<file path="src/common/mult_pkg.sv">
package mult_pkg;

    localparam int AXIL_ADDR_W = 4;
    localparam int AXIL_DATA_W = 32;
    localparam int OPERAND_W = 16;
    localparam int RESULT_FIFO_DEPTH = 4;
    localparam int RESULT_COUNT_W = $clog2(RESULT_FIFO_DEPTH + 1);

    // Register byte offsets
    localparam logic [AXIL_ADDR_W-1:0] REG_CTRL = 4'h0;
    localparam logic [AXIL_ADDR_W-1:0] REG_OPERANDS = 4'h4;
    localparam logic [AXIL_ADDR_W-1:0] REG_STATUS = 4'h8;
    localparam logic [AXIL_ADDR_W-1:0] REG_RESULT = 4'hC;

    localparam logic [1:0] AXI_RESP_OKAY = 2'b00;
    localparam logic [1:0] AXI_RESP_SLVERR = 2'b10;

    typedef struct packed {
        logic [AXIL_ADDR_W-1:0] aw_addr;
        logic aw_valid;
        logic [AXIL_DATA_W-1:0] w_data;
        logic [AXIL_DATA_W/8-1:0] w_strb;
        logic w_valid;
        logic b_ready;
        logic [AXIL_ADDR_W-1:0] ar_addr;
        logic ar_valid;
        logic r_ready;
    } axil_req_t;

    typedef struct packed {
        logic aw_ready;
        logic w_ready;
        logic [1:0] b_resp;
        logic b_valid;
        logic ar_ready;
        logic [AXIL_DATA_W-1:0] r_data;
        logic [1:0] r_resp;
        logic r_valid;
    } axil_rsp_t;

    typedef struct packed {
        logic signed [OPERAND_W-1:0] x;
        logic signed [OPERAND_W-1:0] y;
        logic approx; // 1 selects the approximate multiplier
    } mult_job_t;

    typedef struct packed {
        logic [2*OPERAND_W-1:0] product;
        logic approx;
    } mult_result_t;

endpackage

</file>
<file path="src/hdl/pipe_stage.sv">
`timescale 1ns/1ps

module pipe_stage #(
    parameter type payload_t = logic
) (
    input  logic     clk,
    input  logic     rst,
    input  logic     in_valid,
    input  payload_t in_data,
    output logic     in_ready,
    output logic     out_valid,
    output payload_t out_data,
    input  logic     out_ready
);

    // Takes new data when empty or when the current word leaves this cycle
    assign in_ready = !out_valid || out_ready;

    always_ff @(posedge clk) begin
        if (rst) begin
            out_valid <= 1'b0;
        end else if (in_ready) begin
            out_valid <= in_valid;
        end
    end

    always_ff @(posedge clk) begin
        if (in_valid && in_ready) begin
            out_data <= in_data;
        end
    end

endmodule

</file>
<file path="src/hdl/result_fifo.sv">
`timescale 1ns/1ps

module result_fifo (
    input  logic                                clk,
    input  logic                                rst,
    input  logic                                wr_valid,
    input  mult_pkg::mult_result_t              wr_data,
    output logic                                wr_ready,
    input  logic                                pop,
    output mult_pkg::mult_result_t              head,
    output logic                                empty,
    output logic [mult_pkg::RESULT_COUNT_W-1:0] count
);

    localparam int PTR_W = $clog2(mult_pkg::RESULT_FIFO_DEPTH);

    mult_pkg::mult_result_t mem [mult_pkg::RESULT_FIFO_DEPTH];
    logic [PTR_W-1:0] wr_ptr;
    logic [PTR_W-1:0] rd_ptr;
    logic full;
    logic push;

    assign full = (count == mult_pkg::RESULT_COUNT_W'(mult_pkg::RESULT_FIFO_DEPTH));
    assign empty = (count == '0);
    assign wr_ready = !full || pop; // A pop frees the slot in the same cycle
    assign push = wr_valid && wr_ready;
    assign head = mem[rd_ptr];

    always_ff @(posedge clk) begin
        if (rst) begin
            wr_ptr <= '0;
            rd_ptr <= '0;
            count <= '0;
        end else begin
            if (push) begin
                wr_ptr <= wr_ptr + 1'b1;
            end
            if (pop) begin
                rd_ptr <= rd_ptr + 1'b1;
            end
            if (push && !pop) begin
                count <= count + 1'b1;
            end else if (pop && !push) begin
                count <= count - 1'b1;
            end
        end
    end

    always_ff @(posedge clk) begin
        if (push) begin
            mem[wr_ptr] <= wr_data;
        end
    end

endmodule

</file>
<file path="src/mult_core/mult_approx_bw16.sv">
`timescale 1ns/1ps

module mult_approx_bw16 (
    input  logic signed [15:0] x,
    input  logic signed [15:0] y,
    output logic        [31:0] z
);

    logic [15:0] pp [16];
    logic [20:0] comp [5];
    logic [31:0] acc;

    // Baugh-Wooley rows, sign column inverted
    always_comb begin
        for (int i = 0; i < 15; i++) begin
            pp[i][14:0] = y[14:0] & {15{x[i]}};
            pp[i][15] = ~(y[15] & x[i]);
        end
        pp[15][14:0] = ~(y[14:0] & {15{x[15]}});
        pp[15][15] = y[15] & x[15];
    end

    // Sparse stand-in for rows 0 to 5
    always_comb begin
        for (int k = 0; k < 5; k++) begin
            comp[k] = '0;
        end
        comp[0][2] = pp[0][2] ^ pp[1][1];
        comp[0][3] = pp[2][1] ^ pp[3][0];
        comp[0][4] = pp[2][2] ^ pp[3][1];
        comp[0][6] = pp[0][6] ^ pp[1][5];
        comp[0][7] = pp[2][5] ^ pp[3][4];
        comp[0][9] = pp[2][7] ^ pp[3][6];
        comp[0][10] = pp[0][9] & pp[1][8];
        comp[0][12] = pp[0][12] ^ pp[1][11];
        comp[0][13] = pp[2][10] & pp[3][9];
        comp[0][14] = pp[2][11] & pp[3][10];
        comp[0][15] = pp[0][14] & pp[1][13];
        comp[0][16] = ~pp[1][15]; // Correction one at column 16 folded in
        comp[0][17] = pp[1][15];
        comp[0][18] = pp[2][15] | pp[3][14];
        comp[0][19] = pp[4][14] & pp[5][13];
        comp[0][20] = pp[4][15] & pp[5][14];

        comp[1][10] = pp[2][7] & pp[3][6];
        comp[1][13] = pp[4][8] & pp[5][7];
        comp[1][15] = pp[0][15] ^ pp[1][14];
        comp[1][17] = pp[2][14] ^ pp[3][13];
        comp[1][18] = pp[4][13] & pp[5][12];
        comp[1][19] = pp[4][15] ^ pp[5][14];
        comp[1][20] = pp[5][15];

        comp[2][15] = pp[2][13] ^ pp[3][12];
        comp[2][17] = pp[2][15] ^ pp[3][14];
        comp[2][18] = pp[4][14] ^ pp[5][13];

        comp[3][17] = pp[4][12] | pp[5][11];

        comp[4][17] = pp[4][13] ^ pp[5][12];
    end

    always_comb begin
        acc = 32'h8000_0000; // Correction one at column 31
        for (int i = 6; i < 16; i++) begin
            acc = acc + (32'(pp[i]) << i);
        end
        for (int k = 0; k < 5; k++) begin
            acc = acc + 32'(comp[k]);
        end
        z = acc;
    end

endmodule

</file>
<file path="src/mult_core/mult_datapath.sv">
`timescale 1ns/1ps

module mult_datapath (
    input  logic                   clk,
    input  logic                   rst,
    input  logic                   in_valid,
    input  mult_pkg::mult_job_t    in_job,
    output logic                   in_ready,
    output logic                   out_valid,
    output mult_pkg::mult_result_t out_res,
    input  logic                   out_ready
);

    logic s1_valid;
    logic s1_ready;
    mult_pkg::mult_job_t s1_job;
    logic signed [31:0] exact_prod;
    logic [31:0] approx_prod;
    mult_pkg::mult_result_t mid_res;

    pipe_stage #(
        .payload_t(mult_pkg::mult_job_t)
    ) job_stage_inst (
        .clk(clk),
        .rst(rst),
        .in_valid(in_valid),
        .in_data(in_job),
        .in_ready(in_ready),
        .out_valid(s1_valid),
        .out_data(s1_job),
        .out_ready(s1_ready)
    );

    mult_approx_bw16 approx_inst (
        .x(s1_job.x),
        .y(s1_job.y),
        .z(approx_prod)
    );

    assign exact_prod = s1_job.x * s1_job.y;

    always_comb begin
        mid_res.product = s1_job.approx ? approx_prod : exact_prod;
        mid_res.approx = s1_job.approx;
    end

    pipe_stage #(
        .payload_t(mult_pkg::mult_result_t)
    ) res_stage_inst (
        .clk(clk),
        .rst(rst),
        .in_valid(s1_valid),
        .in_data(mid_res),
        .in_ready(s1_ready), // FIFO stall reaches back to stage one
        .out_valid(out_valid),
        .out_data(out_res),
        .out_ready(out_ready)
    );

endmodule

</file>
<file path="src/hdl/axil_mult_regs.sv">
`timescale 1ns/1ps

module axil_mult_regs (
    input  logic                                    clk,
    input  logic                                    rst,
    input  mult_pkg::axil_req_t                     axil_req,
    output mult_pkg::axil_rsp_t                     axil_rsp,
    output logic                                    job_valid,
    output mult_pkg::mult_job_t                     job,
    input  logic                                    job_ready,
    input  mult_pkg::mult_result_t                  res_data,
    input  logic                                    res_empty,
    input  logic [mult_pkg::RESULT_COUNT_W-1:0]     res_count,
    output logic                                    res_pop
);

    logic mode;
    logic b_valid;
    logic [1:0] b_resp;
    logic r_valid;
    logic [mult_pkg::AXIL_DATA_W-1:0] r_data;
    logic [1:0] r_resp;

    logic wr_full_strb;
    logic wr_need_job;
    logic wr_go;
    logic rd_go;
    logic [1:0] wr_resp;
    logic [mult_pkg::AXIL_DATA_W-1:0] rd_data;
    logic [1:0] rd_resp;

    assign wr_full_strb = &axil_req.w_strb; // Partial writes change nothing
    assign wr_need_job = wr_full_strb && (axil_req.aw_addr == mult_pkg::REG_OPERANDS);

    // AW and W are taken together, OPERANDS also waits for the datapath
    assign job_valid = axil_req.aw_valid && axil_req.w_valid && !b_valid && wr_need_job;
    assign wr_go = axil_req.aw_valid && axil_req.w_valid && !b_valid &&
                   (!wr_need_job || job_ready);

    assign job.x = axil_req.w_data[15:0];
    assign job.y = axil_req.w_data[31:16];
    assign job.approx = mode;

    assign rd_go = axil_req.ar_valid && !r_valid;
    assign res_pop = rd_go && (axil_req.ar_addr == mult_pkg::REG_RESULT) && !res_empty;

    always_comb begin
        case (axil_req.aw_addr)
            mult_pkg::REG_CTRL,
            mult_pkg::REG_OPERANDS,
            mult_pkg::REG_STATUS,
            mult_pkg::REG_RESULT: wr_resp = mult_pkg::AXI_RESP_OKAY; // RO writes dropped
            default: wr_resp = mult_pkg::AXI_RESP_SLVERR;
        endcase
    end

    always_comb begin
        rd_data = '0;
        rd_resp = mult_pkg::AXI_RESP_OKAY;
        case (axil_req.ar_addr)
            mult_pkg::REG_CTRL: rd_data[0] = mode;
            mult_pkg::REG_OPERANDS: rd_data = '0; // Write only
            mult_pkg::REG_STATUS: begin
                rd_data[0] = !res_empty;
                rd_data[1] = !job_ready;
                rd_data[2 +: mult_pkg::RESULT_COUNT_W] = res_count;
            end
            mult_pkg::REG_RESULT: begin
                if (res_empty) begin
                    rd_resp = mult_pkg::AXI_RESP_SLVERR;
                end else begin
                    rd_data = res_data.product;
                end
            end
            default: rd_resp = mult_pkg::AXI_RESP_SLVERR;
        endcase
    end

    always_ff @(posedge clk) begin
        if (rst) begin
            b_valid <= 1'b0;
            r_valid <= 1'b0;
            mode <= 1'b0; // Exact mode
        end else begin
            if (wr_go) begin
                b_valid <= 1'b1;
            end else if (axil_req.b_ready) begin
                b_valid <= 1'b0;
            end
            if (rd_go) begin
                r_valid <= 1'b1;
            end else if (axil_req.r_ready) begin
                r_valid <= 1'b0;
            end
            if (wr_go && wr_full_strb && (axil_req.aw_addr == mult_pkg::REG_CTRL)) begin
                mode <= axil_req.w_data[0];
            end
        end
    end

    always_ff @(posedge clk) begin
        if (wr_go) begin
            b_resp <= wr_resp;
        end
        if (rd_go) begin
            r_data <= rd_data;
            r_resp <= rd_resp;
        end
    end

    always_comb begin
        axil_rsp.aw_ready = wr_go;
        axil_rsp.w_ready = wr_go;
        axil_rsp.b_resp = b_resp;
        axil_rsp.b_valid = b_valid;
        axil_rsp.ar_ready = rd_go; // Low while a read response is pending
        axil_rsp.r_data = r_data;
        axil_rsp.r_resp = r_resp;
        axil_rsp.r_valid = r_valid;
    end

endmodule

</file>
<file path="src/hdl/mult_top.sv">
`timescale 1ns/1ps

module mult_top (
    input  logic                clk,
    input  logic                rst,
    input  mult_pkg::axil_req_t axil_req,
    output mult_pkg::axil_rsp_t axil_rsp
);

    logic job_valid;
    logic job_ready;
    mult_pkg::mult_job_t job;
    logic res_valid;
    logic res_ready;
    mult_pkg::mult_result_t res;
    mult_pkg::mult_result_t res_head;
    logic res_empty;
    logic res_pop;
    logic [mult_pkg::RESULT_COUNT_W-1:0] res_count;

    axil_mult_regs regs_inst (
        .clk(clk),
        .rst(rst),
        .axil_req(axil_req),
        .axil_rsp(axil_rsp),
        .job_valid(job_valid),
        .job(job),
        .job_ready(job_ready),
        .res_data(res_head),
        .res_empty(res_empty),
        .res_count(res_count),
        .res_pop(res_pop)
    );

    mult_datapath datapath_inst (
        .clk(clk),
        .rst(rst),
        .in_valid(job_valid),
        .in_job(job),
        .in_ready(job_ready),
        .out_valid(res_valid),
        .out_res(res),
        .out_ready(res_ready)
    );

    result_fifo fifo_inst (
        .clk(clk),
        .rst(rst),
        .wr_valid(res_valid),
        .wr_data(res),
        .wr_ready(res_ready),
        .pop(res_pop),
        .head(res_head),
        .empty(res_empty),
        .count(res_count)
    );

endmodule

</file>
<file path="config.mk">
export PLATFORM = sky130hd
export DESIGN_NAME = mult_top
export DESIGN_NICKNAME = d
export VERILOG_FILES = /design/src/common/mult_pkg.sv /design/src/hdl/pipe_stage.sv /design/src/hdl/result_fifo.sv /design/src/mult_core/mult_approx_bw16.sv /design/src/mult_core/mult_datapath.sv /design/src/hdl/axil_mult_regs.sv /design/src/hdl/mult_top.sv
export SDC_FILE = /design/constraint.sdc
export NUM_CORES = 1
export LEC_CHECK = 0
export BUFFER_PORTS_ARGS = -buffer_cell sky130_fd_sc_hd__buf_2
export CAP_MARGIN = 20
export CORE_MARGIN = 2
export CORE_UTILIZATION = 50
export CTS_CLUSTER_SIZE = 30
export DETAILED_ROUTE_END_ITERATION = 8
export GPL_ROUTABILITY_DRIVEN = 0
export PLACE_DENSITY = 0.65
export SYNTH_ARGS = -nofsm -noshare
export SYNTH_HDL_FRONTEND = slang
export SYNTH_SLANG_ARGS = --single-unit
</file>
<file path="constraint.sdc">
create_clock -name clk -period 7.7 [get_ports clk]
set_input_delay 0.77 -clock clk [delete_from_list [all_inputs] [get_ports clk]]
set_output_delay 0.77 -clock clk [all_outputs]
set_load 0.03 [all_outputs]
</file>
Word level (Yosys, flattened, before mapping)
Memory sizes are Yosys's and may differ from the RTL's. A register that Yosys moved wholly into a read port is not among the register bits.
Index checks and enable logic that the tools add are counted.
- register bits after elaboration: 114
- RAM bits: 132
- input bits: 51
- output and inout port bits: 41
- memories: 1
- add/subtract/negate cells: 19
- $mul: 1
- eq/ne operators: 7
- multiplexer cells: 17
- bitwise operators: 72
- reduce and logical (&&, ||, !) cells: 39
- memories (name ; depth ; width ; read ports ; clocked after Yosys merged registers in ; wr ports ; RTL line ; RTL):
    fifo_inst.mem ; 4 ; 33 ; 1 ; 1 ; 1 ; result_fifo.sv:17 ; mult_pkg::mult_result_t mem [mult_pkg::RESULT_FIFO_DEPTH];
- operators with widths (kind ; count):
    $and 15x15->15 ; 16
    $add 32x18->32 ; 2
    $add 32x21->32 ; 2
    $add 32x19->32 ; 1
    $add 32x22->32 const A ; 1
    $add 32x23->32 ; 1
    $add 32x24->32 ; 1
    $add 32x25->32 ; 1
    $add 32x26->32 ; 1
    $add 32x27->32 ; 1
    $add 32x28->32 ; 1
    $add 32x29->32 ; 1
    $add 32x30->32 ; 1
    $add 32x31->32 ; 1
    $mul 16x16->32 ; 1
    $mux 32 ; 1
    $and 1x1->1 ; 24
    $eq 4x4->1 const B ; 4
    $logic_and 1x1->1 ; 15
    $not 1->1 ; 15
    $not 15->15 ; 1
    $xor 1x1->1 ; 14
    $logic_not 1->1 ; 10
    $eq 4x3->1 const B ; 2
    20 further kinds ; 37

Longest topological paths before layout
- word-level depth: 18
- gate-level depth with buffers: 24
- gate-level depth less buffers: 22

Hierarchy
Synthesis repeated with hierarchy kept, for this count alone.
- cell total of the unflattened synthesis: 2291
- area total of the unflattened synthesis: 25528.2 um^2
- by module, submodules not included (module ; times used ; cells an instance ; area an instance (um^2)):
    mult_datapath ; 1 ; 1149 ; 10184.8
    mult_approx_bw16 ; 1 ; 698 ; 6195.9
    result_fifo ; 1 ; 221 ; 5210.0
    pipe_stage ; 2 ; 38 ; 1046.0
    axil_mult_regs ; 1 ; 147 ; 1845.5

Worst setup path after synthesis
No wires, ideal clock.
- path kind: register to register
- start point: register datapath_inst.job_stage_inst.out_data[32] (netlist bit)
- end point: register datapath_inst.res_stage_inst.out_data[32] (netlist bit), data pin
- setup time: 257 ps
- data arrival time: 6124 ps
- data required time: 7443 ps
- slack: 1319 ps
- cell stages (with the launch flop): 21
- path buffers: 2
- period minus slack after synthesis: 6381 ps
- cells stage by stage: edfxtp_1 > clkbuf_1 > clkbuf_1 > nand2_1 > inv_1 > fa_1 > fa_1 > fa_1 > fa_1 > fa_1 > inv_1 > fa_1 > inv_1 > ha_1 > and3_2 > and3_1 > o21ai_0 > o211ai_1 > a211oi_1 > o21ai_0 > and4bb_2
- RTL lines (element ; RTL line ; RTL):
    from (decl) ; pipe_stage.sv:12 ; output payload_t out_data,
    from (signal assigned) ; pipe_stage.sv:29 ; out_data <= in_data;
    to (signal assigned) ; pipe_stage.sv:29 ;
    to (decl) ; pipe_stage.sv:12 ;

==> run_results.csv <==
group,metric,value,unit
status,status,"finished, final reports clean",
synth,synthAdderAreaFrac,0.423,
layout,diodes,0,
layout,fillers,4008,
timing,setup-tns-final,0,ns
clock_tree,clock-sinks,241,
synth,synth-edff-count,227,
timing,fmax,143,MHz
synth,synth-xor-area-share,0.0230,
drt,vias_per_cell,5.22,
worst_setup_path,cp-end-kind,"flip-flop",
timing,period_share,0.910,
clock_tree,cts_resized,0,
place,port_buffers,89,
synth,ys_warn_count,0,
timing,finalSetupViolCount,0,
drt,vias,14515,
layout,final_nets,2773,
global_routing,grt_pass1_wl,84200,µm
timing,relSlewSlack,0.319,
timing,maxSlewViolCount,0,
pwr,leakage,12.0,nW
synth,syn_area,24000,µm²
timing,skew,0.00912,ns
global_routing,track_usage,0.214,
clock_tree,clock_latency,0.54,ns
global_routing,antenna_found_initial,0,
synth,yosysUniqueCellTypes,63,
clock_tree,postCtsSetupBuffers,0,
synth,synth.avg_cell_area,11.6,µm²
pwr,p_per_area,107,nW/µm²
synth,synth_top_family_by_area,"adder cells",
place,placed_area,25000,µm²
timing,holdWs,0.402,ns
clock_tree,root_buffer,"clkbuf_16",
pwr,irDropWorstVdd,0.162,mV
synth,synthTopCellsByCount,"inv_1, fa_1, edfxtp_1",
clock_tree,clockBufferDepth,3,
synth,ys.flop_type,"edfxtp_1",
global_routing,overflow,0,
place,dpl_worst_slack,0.785,ns
timing,fin_ws,0.691,ns
layout,fin_area,25900,µm²
worst_setup_path,critPathArrivalTime,7.30,ns
floorplanning,die_area,49700,µm²
floorplanning,coreArea,47500,µm²
clock_tree,cts_inserted_buffers,26,
drt,wl_per_cell,18.3,µm
floorplanning,io_pins,92,
clock_tree,holdBufCountCts,0,
timing,finalHoldViolCount,0,
worst_setup_path,critPathKind,"flip-flop to flip-flop",
synth,synthCells,2073,
place,dp_hpwl,42000,µm
timing,grt_setup_unrepaired,"false",
floorplanning,fp.dieH,223,µm
synth,synth_most_common_cell,"inv_1",
synth,yosysSeqAreaShare,0.296,
synth,muxShareOfSynthArea,0.0318,
clock_tree,path_clk_slew,0.06,ns
drt,ant_nets,0,
drt,dr.pass1.iters,5,
run,drv_cap,0,
worst_setup_path,cp.required,7.99,ns
floorplanning,fp-row-count,80,
drt,first_iter_violations,726,
drt,route.detailed.drc,0,
synth,synthTopCellsByArea,"fa_1, edfxtp_1, ha_1",
timing,tightest_slew,1.02,ns
worst_setup_path,path_max_fanout,17,
timing,fin_crit,7.01,ns
global_routing,first_global_vias,15897,
floorplanning,initial_core_util,0.504,
synth,synth-seq-cells,241,
synth,synth_top_cell_area_share,0.329,
clock_tree,htree_levels,1,
synth,synth_largest_area_cell,"fa_1",
layout,area_growth_syn_to_layout,7.91,%
worst_setup_path,cp-start-kind,"flip-flop",
synth,synthArstFlopShare,0,
clock_tree,tritoncts,"built",
drt,routed_wl,51000,µm
global_routing,grt_max_degree,51,
layout,drive_gt1_frac,0.0928,
synth,yosys.area_share.simple,0.0900,
min_path,hold_class,"input pin to flip-flop",
synth,synth-compound-area-share,0.0483,
floorplanning,die_w,223,µm
## worst max-delay path, cell delays in order, from the launching register on
cell      delay, ns
edfxtp_1       0.75
nand2_1        0.25
inv_1          0.18
fa_1           0.54
fa_1           0.92
fa_1           0.53
fa_1           0.52
fa_1           0.49
inv_1          0.05
fa_1           0.47
inv_1          0.04
ha_1           0.35
and3_2         0.24
and3_1         0.17
o21ai_0        0.21
o211ai_1       0.20
a211oi_1       0.42
o21ai_0        0.16
and4bb_2       0.26
## power by group
group	internal (mW)	leakage [nW]	switching [mW]
clock	0.661	0.398	0.500
sequential	1.43	2.19	0.00286
combinational	0.0651	9.44	0.104
total	2.15	12.0	0.607
## worst paths after layout
| path | depth (start not counted) | start | slack, ns | endpoint |
|---|---|---|---|---|
| hold / removal | 1 | axil_req[36] | 0.40 | datapath_inst.job_stage_inst.out_data[9]$_DFFE_PP_ |
| setup reg to reg | 18 | datapath_inst.job_stage_inst.out_data[32]$_DFFE_PP_ | 0.69 | datapath_inst.res_stage_inst.out_data[32]$_DFFE_PP_ |
| hold reg to reg | 0 | datapath_inst.res_stage_inst.out_data[20]$_DFFE_PP_ | 0.49 | fifo_inst.mem[0][20]$_DFFE_PP_ |
| setup / recovery | 18 | datapath_inst.job_stage_inst.out_data[32]$_DFFE_PP_ | 0.69 | datapath_inst.res_stage_inst.out_data[32]$_DFFE_PP_ |
## cell type report
| cell class | count | area (µm²) | share of cell area |
|---|---|---|---|
| repair buffers | 108 | 588 | 0.0227 |
| inverters | 480 | 1800 | 0.0697 |
| well taps | 615 | 769 | 0.0298 |
| clock buffers | 34 | 721 | 0.0279 |
| flip-flops and latches | 241 | 7100 | 0.275 |
| clock inverters | 13 | 85.1 | 0.00329 |
| multi-input cells | 1291 | 14800 | 0.572 |
## stage by stage
step                       util  instances  power, mW
final                     0.544       2782       2.76
after global routing      0.544       2782       2.86
after CTS                 0.544       2782       2.79
after detailed placement  0.527       2735       1.63
after global placement    0.527       2735       1.62
after floorplan               -       2074       1.58
## logic make-up after synthesis
group,after synthesis
AO/OA/AOI/OAI,177
XOR/XNOR,63
adder cells (fa/ha/maj),574
buffers and inverters,542
flip-flops,241
multiplexers,36
other,1
AND/OR/NAND/NOR,439
## per-layer routing
metal	vias to the layer above	GRT usage	wire length, µm	share of wire
li1	6659	-	-	-
met1	7354	0.302	22700	0.45
met2	418	0.353	24200	0.47
met3	84	0.0342	3000	0.059
met4	0	0.0483	1110	0.022
met5	-	0	0	0
## state kept, by name, indices dropped and copies added (netlist names), 2 cells and up, named ones only
register and flops:
fifo_inst.rd_ptr 2, fifo_inst.count 3, regs_inst.r_data 32, datapath_inst.res_stage_inst.out_data 32
datapath_inst.job_stage_inst.out_data 33, fifo_inst.mem 128, fifo_inst.wr_ptr 2
## cells in the final DEF, fill, tap and decap left out, drive strengths merged, types with 39 or more instances in the layout
cell	n
nand2	182
o21ai	41
buf	108
inv	482
nor2	49
fa	394
a21oi	51
and2	121
ha	180
xnor2	39
edfxtp	227
Note: power is estimated with default switching activity, not from simulation.
